[config.mk]
export PLATFORM = sky130hd
export DESIGN_NAME = cpu_top
export DESIGN_NICKNAME = d
export VERILOG_FILES = /design/src/cpu_types_pkg.sv /design/src/cpu_ctrl_pkg.sv /design/src/program_mem.sv /design/src/sync_fifo.sv /design/src/instr_assembler.sv /design/src/interrupt_unit.sv /design/src/cpu_control.sv /design/src/cpu_top.sv
export VERILOG_INCLUDE_DIRS = /design/src
export SDC_FILE = /design/constraint.sdc
export NUM_CORES = 2
export LEC_CHECK = 0
export ABC_AREA = 1
export BUFFER_PORTS_ARGS = -buffer_cell sky130_fd_sc_hd__buf_2
export CAP_MARGIN = 20
export CORE_MARGIN = 2
export CORE_UTILIZATION = 45
export CTS_CLUSTER_DIAMETER = 50
export DETAILED_ROUTE_END_ITERATION = 8
export PLACE_DENSITY = 0.66
export SLEW_MARGIN = 20
export SYNTH_ARGS = -nofsm -noshare
export SYNTH_HDL_FRONTEND = slang
export SYNTH_SLANG_ARGS = --single-unit
[constraint.sdc]
create_clock -name CLOCK_50 -period 6.25 [get_ports CLOCK_50]
set_input_delay 0 -clock CLOCK_50 [delete_from_list [all_inputs] [get_ports CLOCK_50]]
set_output_delay 0 -clock CLOCK_50 [all_outputs]
set_load 0.1 [all_outputs]
[src/cpu_cfg.svh]
`ifndef CPU_CFG_SVH
`define CPU_CFG_SVH

// Program memory depth in bytes.
`define CPU_MEM_BYTES 256

// Scancode FIFO depth.
`define CPU_KEY_FIFO_DEPTH 5

// One operation byte plus two operands.
`define CPU_INSTR_BYTES 9
`define CPU_OPERAND_BYTES 4

// Vector table size and the slot used by the keyboard interrupt.
`define CPU_NUM_VECTORS 4
`define CPU_KEY_VECTOR 1

`endif

[src/cpu_types_pkg.sv]
`include "cpu_cfg.svh"

package cpu_types_pkg;

    // Byte address, also used for the instruction pointer.
    typedef logic [31:0] addr_t;

    // Memory byte or keyboard scancode.
    typedef logic [7:0] byte_t;

    typedef logic [8*`CPU_OPERAND_BYTES-1:0] operand_t;
    typedef logic [7:0] opcode_t;
    typedef logic [$clog2(`CPU_NUM_VECTORS)-1:0] vec_idx_t;

endpackage

[src/cpu_ctrl_pkg.sv]
package cpu_ctrl_pkg;

    // Main controller states.
    typedef enum logic [1:0] {
        ST_LOAD,
        ST_FETCH,
        ST_EXECUTE,
        ST_DISPATCH
    } ctrl_state_e;

    // Write vector table entry operand1 with operand2.
    localparam cpu_types_pkg::opcode_t OP_SETIV = 8'd1;

    // Return from the running handler.
    localparam cpu_types_pkg::opcode_t OP_RETI = 8'd2;

    // Jump to code start plus operand1.
    localparam cpu_types_pkg::opcode_t OP_JMP = 8'd3;

endpackage

[src/program_mem.sv]
`timescale 1ns/1ps
`include "cpu_cfg.svh"

module program_mem (
    input  logic                 CLOCK_50,
    input  logic                 wr_en_i,
    input  cpu_types_pkg::addr_t wr_addr_i,
    input  cpu_types_pkg::byte_t wr_data_i,
    input  cpu_types_pkg::addr_t rd_addr_i,
    output cpu_types_pkg::byte_t rd_data_o
);
    import cpu_types_pkg::*;

    localparam int AW = $clog2(`CPU_MEM_BYTES);

    byte_t mem [`CPU_MEM_BYTES];

    always_ff @(posedge CLOCK_50)
    begin
        if (wr_en_i)
        begin
            mem[wr_addr_i[AW-1:0]] <= wr_data_i;
        end
        // Fetches that run past the top of memory wrap around.
        rd_data_o <= mem[rd_addr_i[AW-1:0]];
    end

    // The program image must fit the memory.
    assert property (@(posedge CLOCK_50) wr_en_i |-> wr_addr_i < addr_t'(`CPU_MEM_BYTES))
        else $error("program_mem: write address %0d out of range", wr_addr_i);

endmodule

[src/sync_fifo.sv]
`timescale 1ns/1ps

module sync_fifo #(
    parameter int WIDTH = 8,
    parameter int DEPTH = 4
) (
    input  logic             CLOCK_50,
    input  logic             rst_n_i,
    input  logic             push_i,
    input  logic [WIDTH-1:0] push_data_i,
    input  logic             pop_i,
    output logic [WIDTH-1:0] pop_data_o,
    output logic             empty_o,
    output logic             full_o
);
    localparam int PW = (DEPTH > 1) ? $clog2(DEPTH) : 1;
    localparam int CW = $clog2(DEPTH + 1);

    logic [WIDTH-1:0] buf_q [DEPTH];
    logic [PW-1:0]    wr_ptr_q;
    logic [PW-1:0]    rd_ptr_q;
    logic [CW-1:0]    count_q;
    logic             do_push;
    logic             do_pop;

    // Pointers wrap at DEPTH, which need not be a power of two.
    function automatic logic [PW-1:0] next_ptr(input logic [PW-1:0] ptr);
        return (ptr == PW'(DEPTH - 1)) ? '0 : ptr + 1'b1;
    endfunction

    assign empty_o = (count_q == '0);
    assign full_o = (count_q == CW'(DEPTH));
    assign do_push = push_i && !full_o;
    assign do_pop = pop_i && !empty_o;

    // Head entry is visible before it is popped.
    assign pop_data_o = buf_q[rd_ptr_q];

    always_ff @(posedge CLOCK_50)
    begin
        if (do_push)
        begin
            buf_q[wr_ptr_q] <= push_data_i;
        end
    end

    always_ff @(posedge CLOCK_50)
    begin
        if (!rst_n_i)
        begin
            wr_ptr_q <= '0;
            rd_ptr_q <= '0;
            count_q <= '0;
        end
        else
        begin
            if (do_push)
            begin
                wr_ptr_q <= next_ptr(wr_ptr_q);
            end
            if (do_pop)
            begin
                rd_ptr_q <= next_ptr(rd_ptr_q);
            end
            if (do_push && !do_pop)
            begin
                count_q <= count_q + 1'b1;
            end
            else if (do_pop && !do_push)
            begin
                count_q <= count_q - 1'b1;
            end
        end
    end

    assert property (@(posedge CLOCK_50) disable iff (!rst_n_i) !(pop_i && empty_o))
        else $error("sync_fifo: pop while empty");

    // A scancode arriving on a full queue is lost.
    assert property (@(posedge CLOCK_50) disable iff (!rst_n_i) !(push_i && full_o))
        else $error("sync_fifo: push while full, entry dropped");

endmodule

[src/instr_assembler.sv]
`timescale 1ns/1ps
`include "cpu_cfg.svh"

module instr_assembler (
    input  logic                    CLOCK_50,
    input  logic                    rst_n_i,
    input  logic                    byte_strobe_i,
    input  cpu_types_pkg::byte_t    byte_i,
    output logic [3:0]              byte_idx_o,
    output logic                    instr_full_o,
    output cpu_types_pkg::opcode_t  op_o,
    output cpu_types_pkg::operand_t operand1_o,
    output cpu_types_pkg::operand_t operand2_o
);
    import cpu_types_pkg::*;

    localparam logic [3:0] LAST_IDX = 4'(`CPU_INSTR_BYTES - 1);
    localparam logic [3:0] OP2_IDX = 4'(1 + `CPU_OPERAND_BYTES);

    always_ff @(posedge CLOCK_50)
    begin
        if (!rst_n_i)
        begin
            byte_idx_o <= '0;
            instr_full_o <= 1'b0;
        end
        else if (byte_strobe_i)
        begin
            // Full after the ninth byte, cleared by the first byte of the next one.
            instr_full_o <= (byte_idx_o == LAST_IDX);
            byte_idx_o <= (byte_idx_o == LAST_IDX) ? '0 : byte_idx_o + 4'd1;
        end
    end

    // Operand bytes enter at the top, so little-endian words end up in place.
    always_ff @(posedge CLOCK_50)
    begin
        if (byte_strobe_i)
        begin
            if (byte_idx_o == '0)
            begin
                op_o <= opcode_t'(byte_i);
            end
            else if (byte_idx_o < OP2_IDX)
            begin
                operand1_o <= {byte_i, operand1_o[$bits(operand_t)-1:8]};
            end
            else
            begin
                operand2_o <= {byte_i, operand2_o[$bits(operand_t)-1:8]};
            end
        end
    end

endmodule

[src/interrupt_unit.sv]
`timescale 1ns/1ps
`include "cpu_cfg.svh"

module interrupt_unit (
    input  logic                    CLOCK_50,
    input  logic                    rst_n_i,
    input  logic                    set_vector_i,
    input  cpu_types_pkg::vec_idx_t vec_idx_i,
    input  cpu_types_pkg::operand_t vec_addr_i,
    input  logic                    dispatch_i,
    input  cpu_types_pkg::addr_t    cur_ip_i,
    input  cpu_types_pkg::addr_t    code_start_i,
    input  cpu_types_pkg::addr_t    prog_end_i,
    input  cpu_types_pkg::byte_t    key_code_i,
    input  logic                    return_i,
    output cpu_types_pkg::addr_t    handler_ip_o,
    output cpu_types_pkg::addr_t    return_ip_o,
    output logic                    in_isr_o,
    output cpu_types_pkg::byte_t    isr_value_o
);
    import cpu_types_pkg::*;

    operand_t vector_q [`CPU_NUM_VECTORS];
    addr_t    next_ip;

    assign next_ip = cur_ip_i + addr_t'(`CPU_INSTR_BYTES);

    // Vector entries are offsets from the start of the code section.
    assign handler_ip_o = code_start_i + addr_t'(vector_q[`CPU_KEY_VECTOR]);

    always_ff @(posedge CLOCK_50)
    begin
        if (!rst_n_i)
        begin
            for (int i = 0; i < `CPU_NUM_VECTORS; i++)
            begin
                vector_q[i] <= '0;
            end
            in_isr_o <= 1'b0;
        end
        else
        begin
            if (set_vector_i)
            begin
                vector_q[vec_idx_i] <= vec_addr_i;
            end
            if (dispatch_i)
            begin
                in_isr_o <= 1'b1;
            end
            else if (return_i)
            begin
                in_isr_o <= 1'b0;
            end
        end
    end

    always_ff @(posedge CLOCK_50)
    begin
        if (dispatch_i)
        begin
            // Never return past the end of the program.
            return_ip_o <= (next_ip >= prog_end_i) ? cur_ip_i : next_ip;
            isr_value_o <= key_code_i;
        end
    end

    // Handlers do not nest.
    assert property (@(posedge CLOCK_50) disable iff (!rst_n_i) dispatch_i |-> !in_isr_o)
        else $error("interrupt_unit: dispatch while a handler is running");

endmodule

[src/cpu_control.sv]
`timescale 1ns/1ps
`include "cpu_cfg.svh"

module cpu_control (
    input  logic                    CLOCK_50,
    input  logic                    rst_n_i,
    input  logic                    load_valid_i,
    input  cpu_types_pkg::byte_t    load_byte_i,
    input  logic                    load_last_i,
    output logic                    mem_wr_en_o,
    output cpu_types_pkg::addr_t    mem_wr_addr_o,
    output cpu_types_pkg::byte_t    mem_wr_data_o,
    output cpu_types_pkg::addr_t    mem_rd_addr_o,
    output logic                    byte_strobe_o,
    input  logic [3:0]              byte_idx_i,
    input  logic                    instr_full_i,
    input  cpu_types_pkg::opcode_t  op_i,
    input  cpu_types_pkg::operand_t operand1_i,
    input  logic                    fifo_empty_i,
    output logic                    fifo_pop_o,
    input  logic                    in_isr_i,
    input  cpu_types_pkg::addr_t    handler_ip_i,
    input  cpu_types_pkg::addr_t    return_ip_i,
    output logic                    set_vector_o,
    output logic                    dispatch_o,
    output logic                    return_o,
    output cpu_types_pkg::addr_t    code_start_o,
    output cpu_types_pkg::addr_t    prog_end_o,
    output cpu_types_pkg::addr_t    ip_o,
    output logic                    instr_valid_o,
    output logic                    load_done_o
);
    import cpu_types_pkg::*;
    import cpu_ctrl_pkg::*;

    localparam logic [3:0] LAST_IDX = 4'(`CPU_INSTR_BYTES - 1);

    ctrl_state_e state_q;
    addr_t       load_addr_q;
    operand_t    data_len_q;
    logic        rd_pending_q;
    logic        issue_rd;
    logic        exec;
    logic [3:0]  fetch_pos;
    addr_t       code_start_next;

    // Byte position of the next read, counting the one still in flight.
    assign fetch_pos = byte_idx_i + {3'b000, rd_pending_q};
    assign issue_rd = (state_q == ST_FETCH) && (fetch_pos <= LAST_IDX);
    assign mem_rd_addr_o = ip_o + addr_t'(fetch_pos);
    assign byte_strobe_o = rd_pending_q;

    assign mem_wr_en_o = (state_q == ST_LOAD) && load_valid_i;
    assign mem_wr_addr_o = load_addr_q;
    assign mem_wr_data_o = load_byte_i;

    // The code section follows the data section and its length word.
    assign code_start_next = addr_t'(data_len_q) + addr_t'(`CPU_OPERAND_BYTES);

    assign exec = (state_q == ST_EXECUTE) && instr_full_i;
    assign instr_valid_o = exec;
    assign set_vector_o = exec && (op_i == OP_SETIV);
    assign return_o = exec && (op_i == OP_RETI);
    assign fifo_pop_o = (state_q == ST_DISPATCH);
    assign dispatch_o = (state_q == ST_DISPATCH);

    always_ff @(posedge CLOCK_50)
    begin
        if (!rst_n_i)
        begin
            state_q <= ST_LOAD;
            load_addr_q <= '0;
            rd_pending_q <= 1'b0;
            load_done_o <= 1'b0;
            code_start_o <= '0;
            prog_end_o <= '0;
            ip_o <= '0;
        end
        else
        begin
            rd_pending_q <= issue_rd;
            case (state_q)
                ST_LOAD:
                begin
                    if (load_valid_i)
                    begin
                        load_addr_q <= load_addr_q + 1'b1;
                        if (load_last_i)
                        begin
                            code_start_o <= code_start_next;
                            prog_end_o <= load_addr_q + 1'b1;
                            ip_o <= code_start_next;
                            load_done_o <= 1'b1;
                            state_q <= ST_FETCH;
                        end
                    end
                end
                ST_FETCH:
                begin
                    if (byte_strobe_o && (byte_idx_i == LAST_IDX))
                    begin
                        state_q <= ST_EXECUTE;
                    end
                end
                ST_EXECUTE:
                begin
                    if (instr_full_i)
                    begin
                        // SETIV and all unknown opcodes just step to the next instruction.
                        case (op_i)
                            OP_RETI: ip_o <= return_ip_i;
                            OP_JMP: ip_o <= code_start_o + addr_t'(operand1_i);
                            default: ip_o <= ip_o + addr_t'(`CPU_INSTR_BYTES);
                        endcase
                        if (!fifo_empty_i && !in_isr_i)
                        begin
                            state_q <= ST_DISPATCH;
                        end
                        else
                        begin
                            state_q <= ST_FETCH;
                        end
                    end
                end
                ST_DISPATCH:
                begin
                    ip_o <= handler_ip_i;
                    state_q <= ST_FETCH;
                end
                default:
                begin
                    state_q <= ST_LOAD;
                end
            endcase
        end
    end

    // The length word is only captured from the first four load bytes.
    always_ff @(posedge CLOCK_50)
    begin
        if ((state_q == ST_LOAD) && load_valid_i && (load_addr_q < `CPU_OPERAND_BYTES))
        begin
            data_len_q <= {load_byte_i, data_len_q[$bits(operand_t)-1:8]};
        end
    end

    // A dispatch always has a scancode waiting at the FIFO head.
    assert property (@(posedge CLOCK_50) disable iff (!rst_n_i)
        (state_q == ST_DISPATCH) |-> !fifo_empty_i)
        else $error("cpu_control: dispatch with an empty scancode FIFO");

endmodule

[src/cpu_top.sv]
`timescale 1ns/1ps
`include "cpu_cfg.svh"

module cpu_top (
    input  logic                    CLOCK_50,
    input  logic                    rst_n_i,
    input  logic                    load_valid_i,
    input  cpu_types_pkg::byte_t    load_byte_i,
    input  logic                    load_last_i,
    input  logic                    key_valid_i,
    input  cpu_types_pkg::byte_t    key_code_i,
    output logic                    instr_valid_o,
    output cpu_types_pkg::addr_t    instr_ip_o,
    output cpu_types_pkg::opcode_t  instr_op_o,
    output cpu_types_pkg::operand_t instr_operand1_o,
    output cpu_types_pkg::operand_t instr_operand2_o,
    output logic                    in_isr_o,
    output cpu_types_pkg::byte_t    isr_value_o,
    output logic                    load_done_o
);
    import cpu_types_pkg::*;

    logic       mem_wr_en;
    addr_t      mem_wr_addr;
    byte_t      mem_wr_data;
    addr_t      mem_rd_addr;
    byte_t      mem_rd_data;
    logic       byte_strobe;
    logic [3:0] byte_idx;
    logic       instr_full;
    logic       fifo_empty;
    logic       fifo_pop;
    byte_t      fifo_data;
    addr_t      handler_ip;
    addr_t      return_ip;
    logic       set_vector;
    logic       dispatch;
    logic       isr_return;
    addr_t      code_start;
    addr_t      prog_end;

    cpu_control cpu_control_i (
        .CLOCK_50(CLOCK_50), .rst_n_i(rst_n_i),
        .load_valid_i(load_valid_i), .load_byte_i(load_byte_i), .load_last_i(load_last_i),
        .mem_wr_en_o(mem_wr_en), .mem_wr_addr_o(mem_wr_addr), .mem_wr_data_o(mem_wr_data),
        .mem_rd_addr_o(mem_rd_addr), .byte_strobe_o(byte_strobe), .byte_idx_i(byte_idx),
        .instr_full_i(instr_full), .op_i(instr_op_o), .operand1_i(instr_operand1_o),
        .fifo_empty_i(fifo_empty), .fifo_pop_o(fifo_pop), .in_isr_i(in_isr_o),
        .handler_ip_i(handler_ip), .return_ip_i(return_ip), .set_vector_o(set_vector),
        .dispatch_o(dispatch), .return_o(isr_return), .code_start_o(code_start),
        .prog_end_o(prog_end), .ip_o(instr_ip_o), .instr_valid_o(instr_valid_o),
        .load_done_o(load_done_o)
    );

    program_mem program_mem_i (
        .CLOCK_50(CLOCK_50), .wr_en_i(mem_wr_en), .wr_addr_i(mem_wr_addr),
        .wr_data_i(mem_wr_data), .rd_addr_i(mem_rd_addr), .rd_data_o(mem_rd_data)
    );

    sync_fifo #(.WIDTH($bits(byte_t)), .DEPTH(`CPU_KEY_FIFO_DEPTH)) key_fifo (
        .CLOCK_50(CLOCK_50), .rst_n_i(rst_n_i), .push_i(key_valid_i),
        .push_data_i(key_code_i), .pop_i(fifo_pop), .pop_data_o(fifo_data),
        .empty_o(fifo_empty), .full_o()
    );

    instr_assembler instr_assembler_i (
        .CLOCK_50(CLOCK_50), .rst_n_i(rst_n_i), .byte_strobe_i(byte_strobe),
        .byte_i(mem_rd_data), .byte_idx_o(byte_idx), .instr_full_o(instr_full),
        .op_o(instr_op_o), .operand1_o(instr_operand1_o), .operand2_o(instr_operand2_o)
    );

    // SETIV takes the table index from operand1 and the entry from operand2.
    interrupt_unit interrupt_unit_i (
        .CLOCK_50(CLOCK_50), .rst_n_i(rst_n_i), .set_vector_i(set_vector),
        .vec_idx_i(instr_operand1_o[$bits(vec_idx_t)-1:0]), .vec_addr_i(instr_operand2_o),
        .dispatch_i(dispatch), .cur_ip_i(instr_ip_o), .code_start_i(code_start),
        .prog_end_i(prog_end), .key_code_i(fifo_data), .return_i(isr_return),
        .handler_ip_o(handler_ip), .return_ip_o(return_ip), .in_isr_o(in_isr_o),
        .isr_value_o(isr_value_o)
    );

endmodule

# Yosys cells after proc, flatten, opt, wreduce, memory -nomap -nowiden
# Memories as Yosys holds them, arrays and structs flattened. A register that Yosys moved wholly into a read port is not among the register bits.
# Cells that the tools add are included.
# word_totals
regBits	283
ramBits	2216
in_bits	21
out_inout_bits	115
wordCells	114
n_memories	3
# mem_list
memory	words	width	rd	rd_ports_with_merged_regs	wr	line	text
program_mem_i.mem	256	8	1	1	1	program_mem.sv:16	byte_t mem [`CPU_MEM_BYTES];
interrupt_unit_i.vector_q	4	32	1	0	4	interrupt_unit.sv:23	operand_t vector_q [`CPU_NUM_VECTORS];
key_fifo.buf_q	5	8	1	1	1	sync_fifo.sv:19	logic [WIDTH-1:0] buf_q [DEPTH];
# op_classes
n_addsub	12
magnitude_cmp	4
n_eq_ne	14
n_mux	30
bitwise	2
n_reduce_logical	31
# ops
cell	count
$mux W32	5
$pmux W32 S3	1
$add A32 B32 Y32	2
$pmux W32 S2	1
$add A32 B1 Y32 const B	1
$add A32 B3 Y32 const B	1
$add A32 B4 Y32 const B	1
$ge A32 B32 Y1	1
$lt A32 B3 Y1 const B	1
$reduce_or A32 Y1	1
$eq A8 B2 Y1 const B	2
$logic_and A1 B1 Y1	12
$mux W2	6
$mux W3	4
$mux W1	11
$add A3 B1 Y3 const B	3
$eq A3 B3 Y1 const B	3
$reduce_and A3 Y1	3
$add A8 B4 Y8	1
$eq A8 B1 Y1 const B	1
$pmux W2 S4	1
$reduce_and A4 Y1	2
$ne A2 B2 Y1 const B	3
$logic_not A1 Y1	5
other kinds (17)	21

# Longest topological paths before layout
# depth
depth_word	8
depth_mapped	20
ltp_nobuf	19

# By module
# A second synthesis with hierarchy kept.
# unflattened
hier_cells	10261
area_unflattened_um2	107312.9
# by_module_without_submodules
module	instances	cells_each	area_each_um2	seq_area_each_um2
program_mem	1	7003	83396.2	61659.1
cpu_control	1	1967	12560.8	3603.5
interrupt_unit	1	941	6648.9	2182.1
instr_assembler	1	109	2418.6	2262.2
sync_fifo	1	241	2288.4	1441.4

# Least setup slack after synthesis
# Ideal clock, no wire load.
# synth_path
kind	register to register
start	reg cpu_control_i.state_q[0]
end	reg cpu_control_i.data_len_q[0], enable pin
setup_time_ns	0.502
arrival_ns	4.583
required_time_ns	5.748
slack_ns	1.165
path_stages_with_launch	8
path_buffers	0
period_less_slack_ns	5.085
cell_sequence	dfxtp_1 inv_1 ha_1 nand2_1 clkinv_1 nand3_1 or4_1 nor4_1
# synth_between
elab_chain_len	3
# synth_rtl
element	line	text
from (decl)	cpu_control.sv:38	ctrl_state_e state_q;
from (signal assigned)	cpu_control.sv:71	state_q <= ST_LOAD;
from (signal assigned)	cpu_control.sv:94	state_q <= ST_FETCH;
from (signal assigned)	cpu_control.sv:102	state_q <= ST_EXECUTE;
$logic_not A2 Y1	cpu_control.sv:141	if ((state_q == ST_LOAD) && load_valid_i && (load_addr_q < `CPU_OPERAND_BYTES))
$logic_and A1 B1 Y1 (2 in series)	cpu_control.sv:141	
to (signal assigned)	cpu_control.sv:143	data_len_q <= {load_byte_i, data_len_q[$bits(operand_t)-1:8]};
to (decl)	cpu_control.sv:40	operand_t data_len_q;
# No other way between the ends.
# A chain may end at the register's enable or synchronous reset.

# Worst setup path after layout
# layout_path
start	reg cpu_control_i.rd_pending_q (netlist: cpu_control_i.byte_strobe_o)
end	reg program_mem_i.rd_data_o[7] (read register of program_mem_i.mem)
# layout_between
elab_chain_len	2
# layout_rtl
element	line	text
from (decl)	cpu_control.sv:41	logic rd_pending_q;
from (signal assigned)	cpu_control.sv:81	rd_pending_q <= issue_rd;
$add A4 B1 Y4	cpu_control.sv:48	assign fetch_pos = byte_idx_i + {3'b000, rd_pending_q};
$add A8 B4 Y8	cpu_control.sv:50	assign mem_rd_addr_o = ip_o + addr_t'(fetch_pos);
to (decl)	program_mem.sv:10	output cpu_types_pkg::byte_t rd_data_o
# No other way between the ends.

==> results_dict.tcl <==
set metrics [dict create \
    run_status "complete, no violations" \
    worstSkewPairLatency_ns 0.95 \
    ys.warnings.count 0 \
    mostFrequentLayoutCells "2,264 x edfxtp_1, 2,065 x nor2_1, 1,139 x nand2_1" \
    drc_errors 0 \
    cts.reportedPaths.clkPinSlew_ns 0.06 \
    core_um2 233000 \
    cap_violations 0 \
    vias_per_cell 5.71 \
    row_count 177 \
    route.met3.wl_um 25400 \
    p_leak_nw 41.3 \
    cts_hold_buf 28 \
    clockBufferDepth 4 \
    slowest_delay_ns 1.03 \
    critPathKind "flop to flop" \
    max_freq_ghz 0.221 \
    post-cts-setup-buffers 0 \
    initialDrtViolationCount 9240 \
    netlist_area_um2 105000 \
    wire_per_inst_um 23.3 \
    pin_count 136 \
    grt_start_max_net_pins 252 \
    cts_root_buffer "clkbuf_16" \
    worstPathCellList "ha_1 -> ha_1 -> inv_1 -> fa_4 -> buf_12 -> o21ai_0 -> o211ai_1 -> nand3_1 -> nand2_1 -> nand2_1 -> nand3_1 -> nand3_1 -> nand2_1 -> nand2_1 -> nand2_1" \
    die_area_um2 238000 \
    slowest_stage "fa_4" \
    start_util_pct 45.3 \
    netlist_instances 9705 \
    dp.cells 12510 \
    finalSetupViolCount 0 \
    synth_nets 9848 \
    synthArstFlopShare_pct 0 \
    h-tree-depth 5 \
    finClkSkew_ns 0.0886 \
    setup-tns-final_ns 0 \
    ys_dominant_reg_cell "edfxtp_1" \
    synth.distinct_cells 61 \
    worstPathRequired_ns 7.10 \
    cts_tree "yes" \
    path_max_fanout 166 \
    hold_violations 0 \
    place_hpwl_um 185000 \
    multi_input_area_um2 29600 \
    first_global_vias 70722 \
    syn_area_per_cell_um2 10.9 \
    dp_slack_ns 1.56 \
    slew_viol_final 0 \
    drt-met1-wl_um 123000 \
    critPathCaptureType "flop" \
    postRouteAntennaNets 0 \
    tightest_slew_ns 1.14 \
    ctsResizeCount 0 \
    critPathBufInv 2 \
    rsz0062_at_grt "no" \
    ys_seq_elements 2419 \
    startpoint_type "flop" \
    io_buffers 135 \
    antenna_found_initial 5 \
    min_period_ns 4.53 \
    fillCellCount 20164 \
    synth_edf_count 2264 \
    grt_usage_pct 25.0 \
    slew_headroom_pct 24.0 \
    via_count 74458 \
    wl_met2_um 141000 \
    numCtsBuffers 289 \
    ys_seq_area_share_pct 67.5 \
    final_nets 9842 \
    wl_um 304000 \
    grt_pass1_wl_um 450000 \
    largest_reg_flops 2048 \
    fin_ws_ns 1.72 \
    gp_congestion 1.00 \
    power_density_nw_per_um2 479 \
    path_common_cell "nand2_1" \
    fp.dieW_um 488 \
    cts.sinks 2419 \
    gr-total-overflow 0 \
    highest_layer "met5" \
    final_layout_size_suffix_gt1_share_pct 7.02 \
    area_growth_pct 11.9 \
    arrival_ns 5.38 \
    peakVddDrop_uv 809 \
    min_period_over_period_pct 72.5 \
    die_h_um 488 \
    dr.pass1.iters 6 \
    layout.cells.non_filler 13042 \
    register_area_um2 71100 \
    final_common_cell "edfxtp_1" \
    crit_family "adder cells" \
    hold_path_class "input port to flop" \
]
==> metrics by stage <==
step / cell area, µm² / power, mW / utilization, % / hold WS [ns]
2_1_floorplan: 105000 / 33.8 / - / 0.0989
3_3_place_gp: 108000 / 39.8 / 46.6 / 0.236
3_5_place_dp: 108000 / 40.0 / 46.6 / 0.243
4_1_cts: 118000 / 56.3 / 50.6 / 0.0817
5_1_grt: 118000 / 59.3 / 50.7 / 0.152
6_report: 118000 / 56.5 / 50.7 / 0.143
==> cell usage after synthesis, types with 3 or more instances <==
| cell | instances | area [µm²] |
|---|---|---|
| buf_2 | 157 | 786 |
| o21ai_0 | 1063 | 5320 |
| and2_1 | 3 | 18.8 |
| xnor2_1 | 13 | 114 |
| clkinv_1 | 5 | 18.8 |
| a21o_1 | 3 | 22.5 |
| clkbuf_2 | 3 | 15.0 |
| clkbuf_1 | 263 | 987 |
| inv_1 | 513 | 1930 |
| a21oi_1 | 201 | 1010 |
| a41oi_1 | 3 | 26.3 |
| buf_8 | 3 | 45.0 |
| buf_4 | 34 | 255 |
| nand3_1 | 644 | 3220 |
| ha_1 | 118 | 1480 |
| inv_2 | 5 | 18.8 |
| nand4_1 | 46 | 288 |
| o21ai_1 | 305 | 1530 |
| o31ai_1 | 4 | 30.0 |
| nand2_1 | 1140 | 4280 |
| o22ai_1 | 70 | 438 |
| a211oi_1 | 3 | 22.5 |
| nand3b_1 | 13 | 97.6 |
| nor2_2 | 3 | 18.8 |
| a31oi_1 | 16 | 100 |
| o21a_1 | 6 | 45.0 |
| or2_2 | 18 | 113 |
| nor4_1 | 12 | 75.1 |
| o21bai_1 | 34 | 255 |
| xor2_1 | 62 | 543 |
| edfxtp_1 | 2264 | 68000 |
| dfxtp_1 | 155 | 3100 |
| o221ai_1 | 6 | 52.6 |
| nor3_1 | 55 | 275 |
| fa_1 | 4 | 80.1 |
| buf_6 | 49 | 552 |
| nor3_2 | 4 | 40.0 |
| buf_1 | 47 | 176 |
| o211ai_1 | 258 | 1940 |
| nor2_1 | 2071 | 7770 |
==> logic make-up (layout without fill, tap and decap cells) <==
logic type / after synthesis / count (layout) / share of synthesized area, %
xor+xnor: 78 / 78 / 0.670
compound gates: 1983 / 1983 / 10.3
flops: 2419 / 2419 / 67.5
simple gates: 4021 / 4021 / 15.5
buf+inv: 1082 / 1282 / 4.58
fa+ha+maj: 122 / 122 / 1.48
other cells: 0 / 5 / 0
==> layout make-up <==
| cell class | instances | share of cell area, % |
|---|---|---|
| well taps | 3132 | 3.32 |
| multi-input cells | 6204 | 25.1 |
| repair buffers | 261 | 1.82 |
| clock inverters | 138 | 1.23 |
| inverters | 524 | 1.70 |
| clock buffers | 359 | 6.54 |
| flip-flops and latches | 2419 | 60.3 |
| diodes | 5 | 0.0106 |
==> worst min-delay path, delay by kind of cell <==
family                 cells  cell delay [ns]
AOI/OAI and AO/OA          1             0.13
and+or+nand+nor            1             0.05
buffers and inverters      2             0.81
==> final timing paths <==
kind	start	end	slack [ns]	cells after the start
worst max-delay path	cpu_control_i.byte_strobe_o	program_mem_i.rd_data_o[7]	1.72	15
worst min-delay path	rst_n_i	cpu_control_i.code_start_o[3]	0.14	4
worst max register to register	cpu_control_i.byte_strobe_o	program_mem_i.rd_data_o[7]	1.72	15
worst min register to register	cpu_control_i.data_len_q[13]	cpu_control_i.data_len_q[5]	0.45	0
==> per-layer routing <==
layer	vias up	GRT usage [%]
met5	-	0
met4	4	10.8
met3	628	4.37
met2	3465	39.6
met1	36276	33.7
li1	34085	-
==> where the power goes <==
group	leakage [nW]	internal (mW)	switching [mW]
registers	21.7	18.2	0.563
clock network	4.45	9.84	6.53
logic	15.2	5.73	15.6
total	41.3	33.8	22.7
No activity file was read; power rests on OpenSTA's default activity.
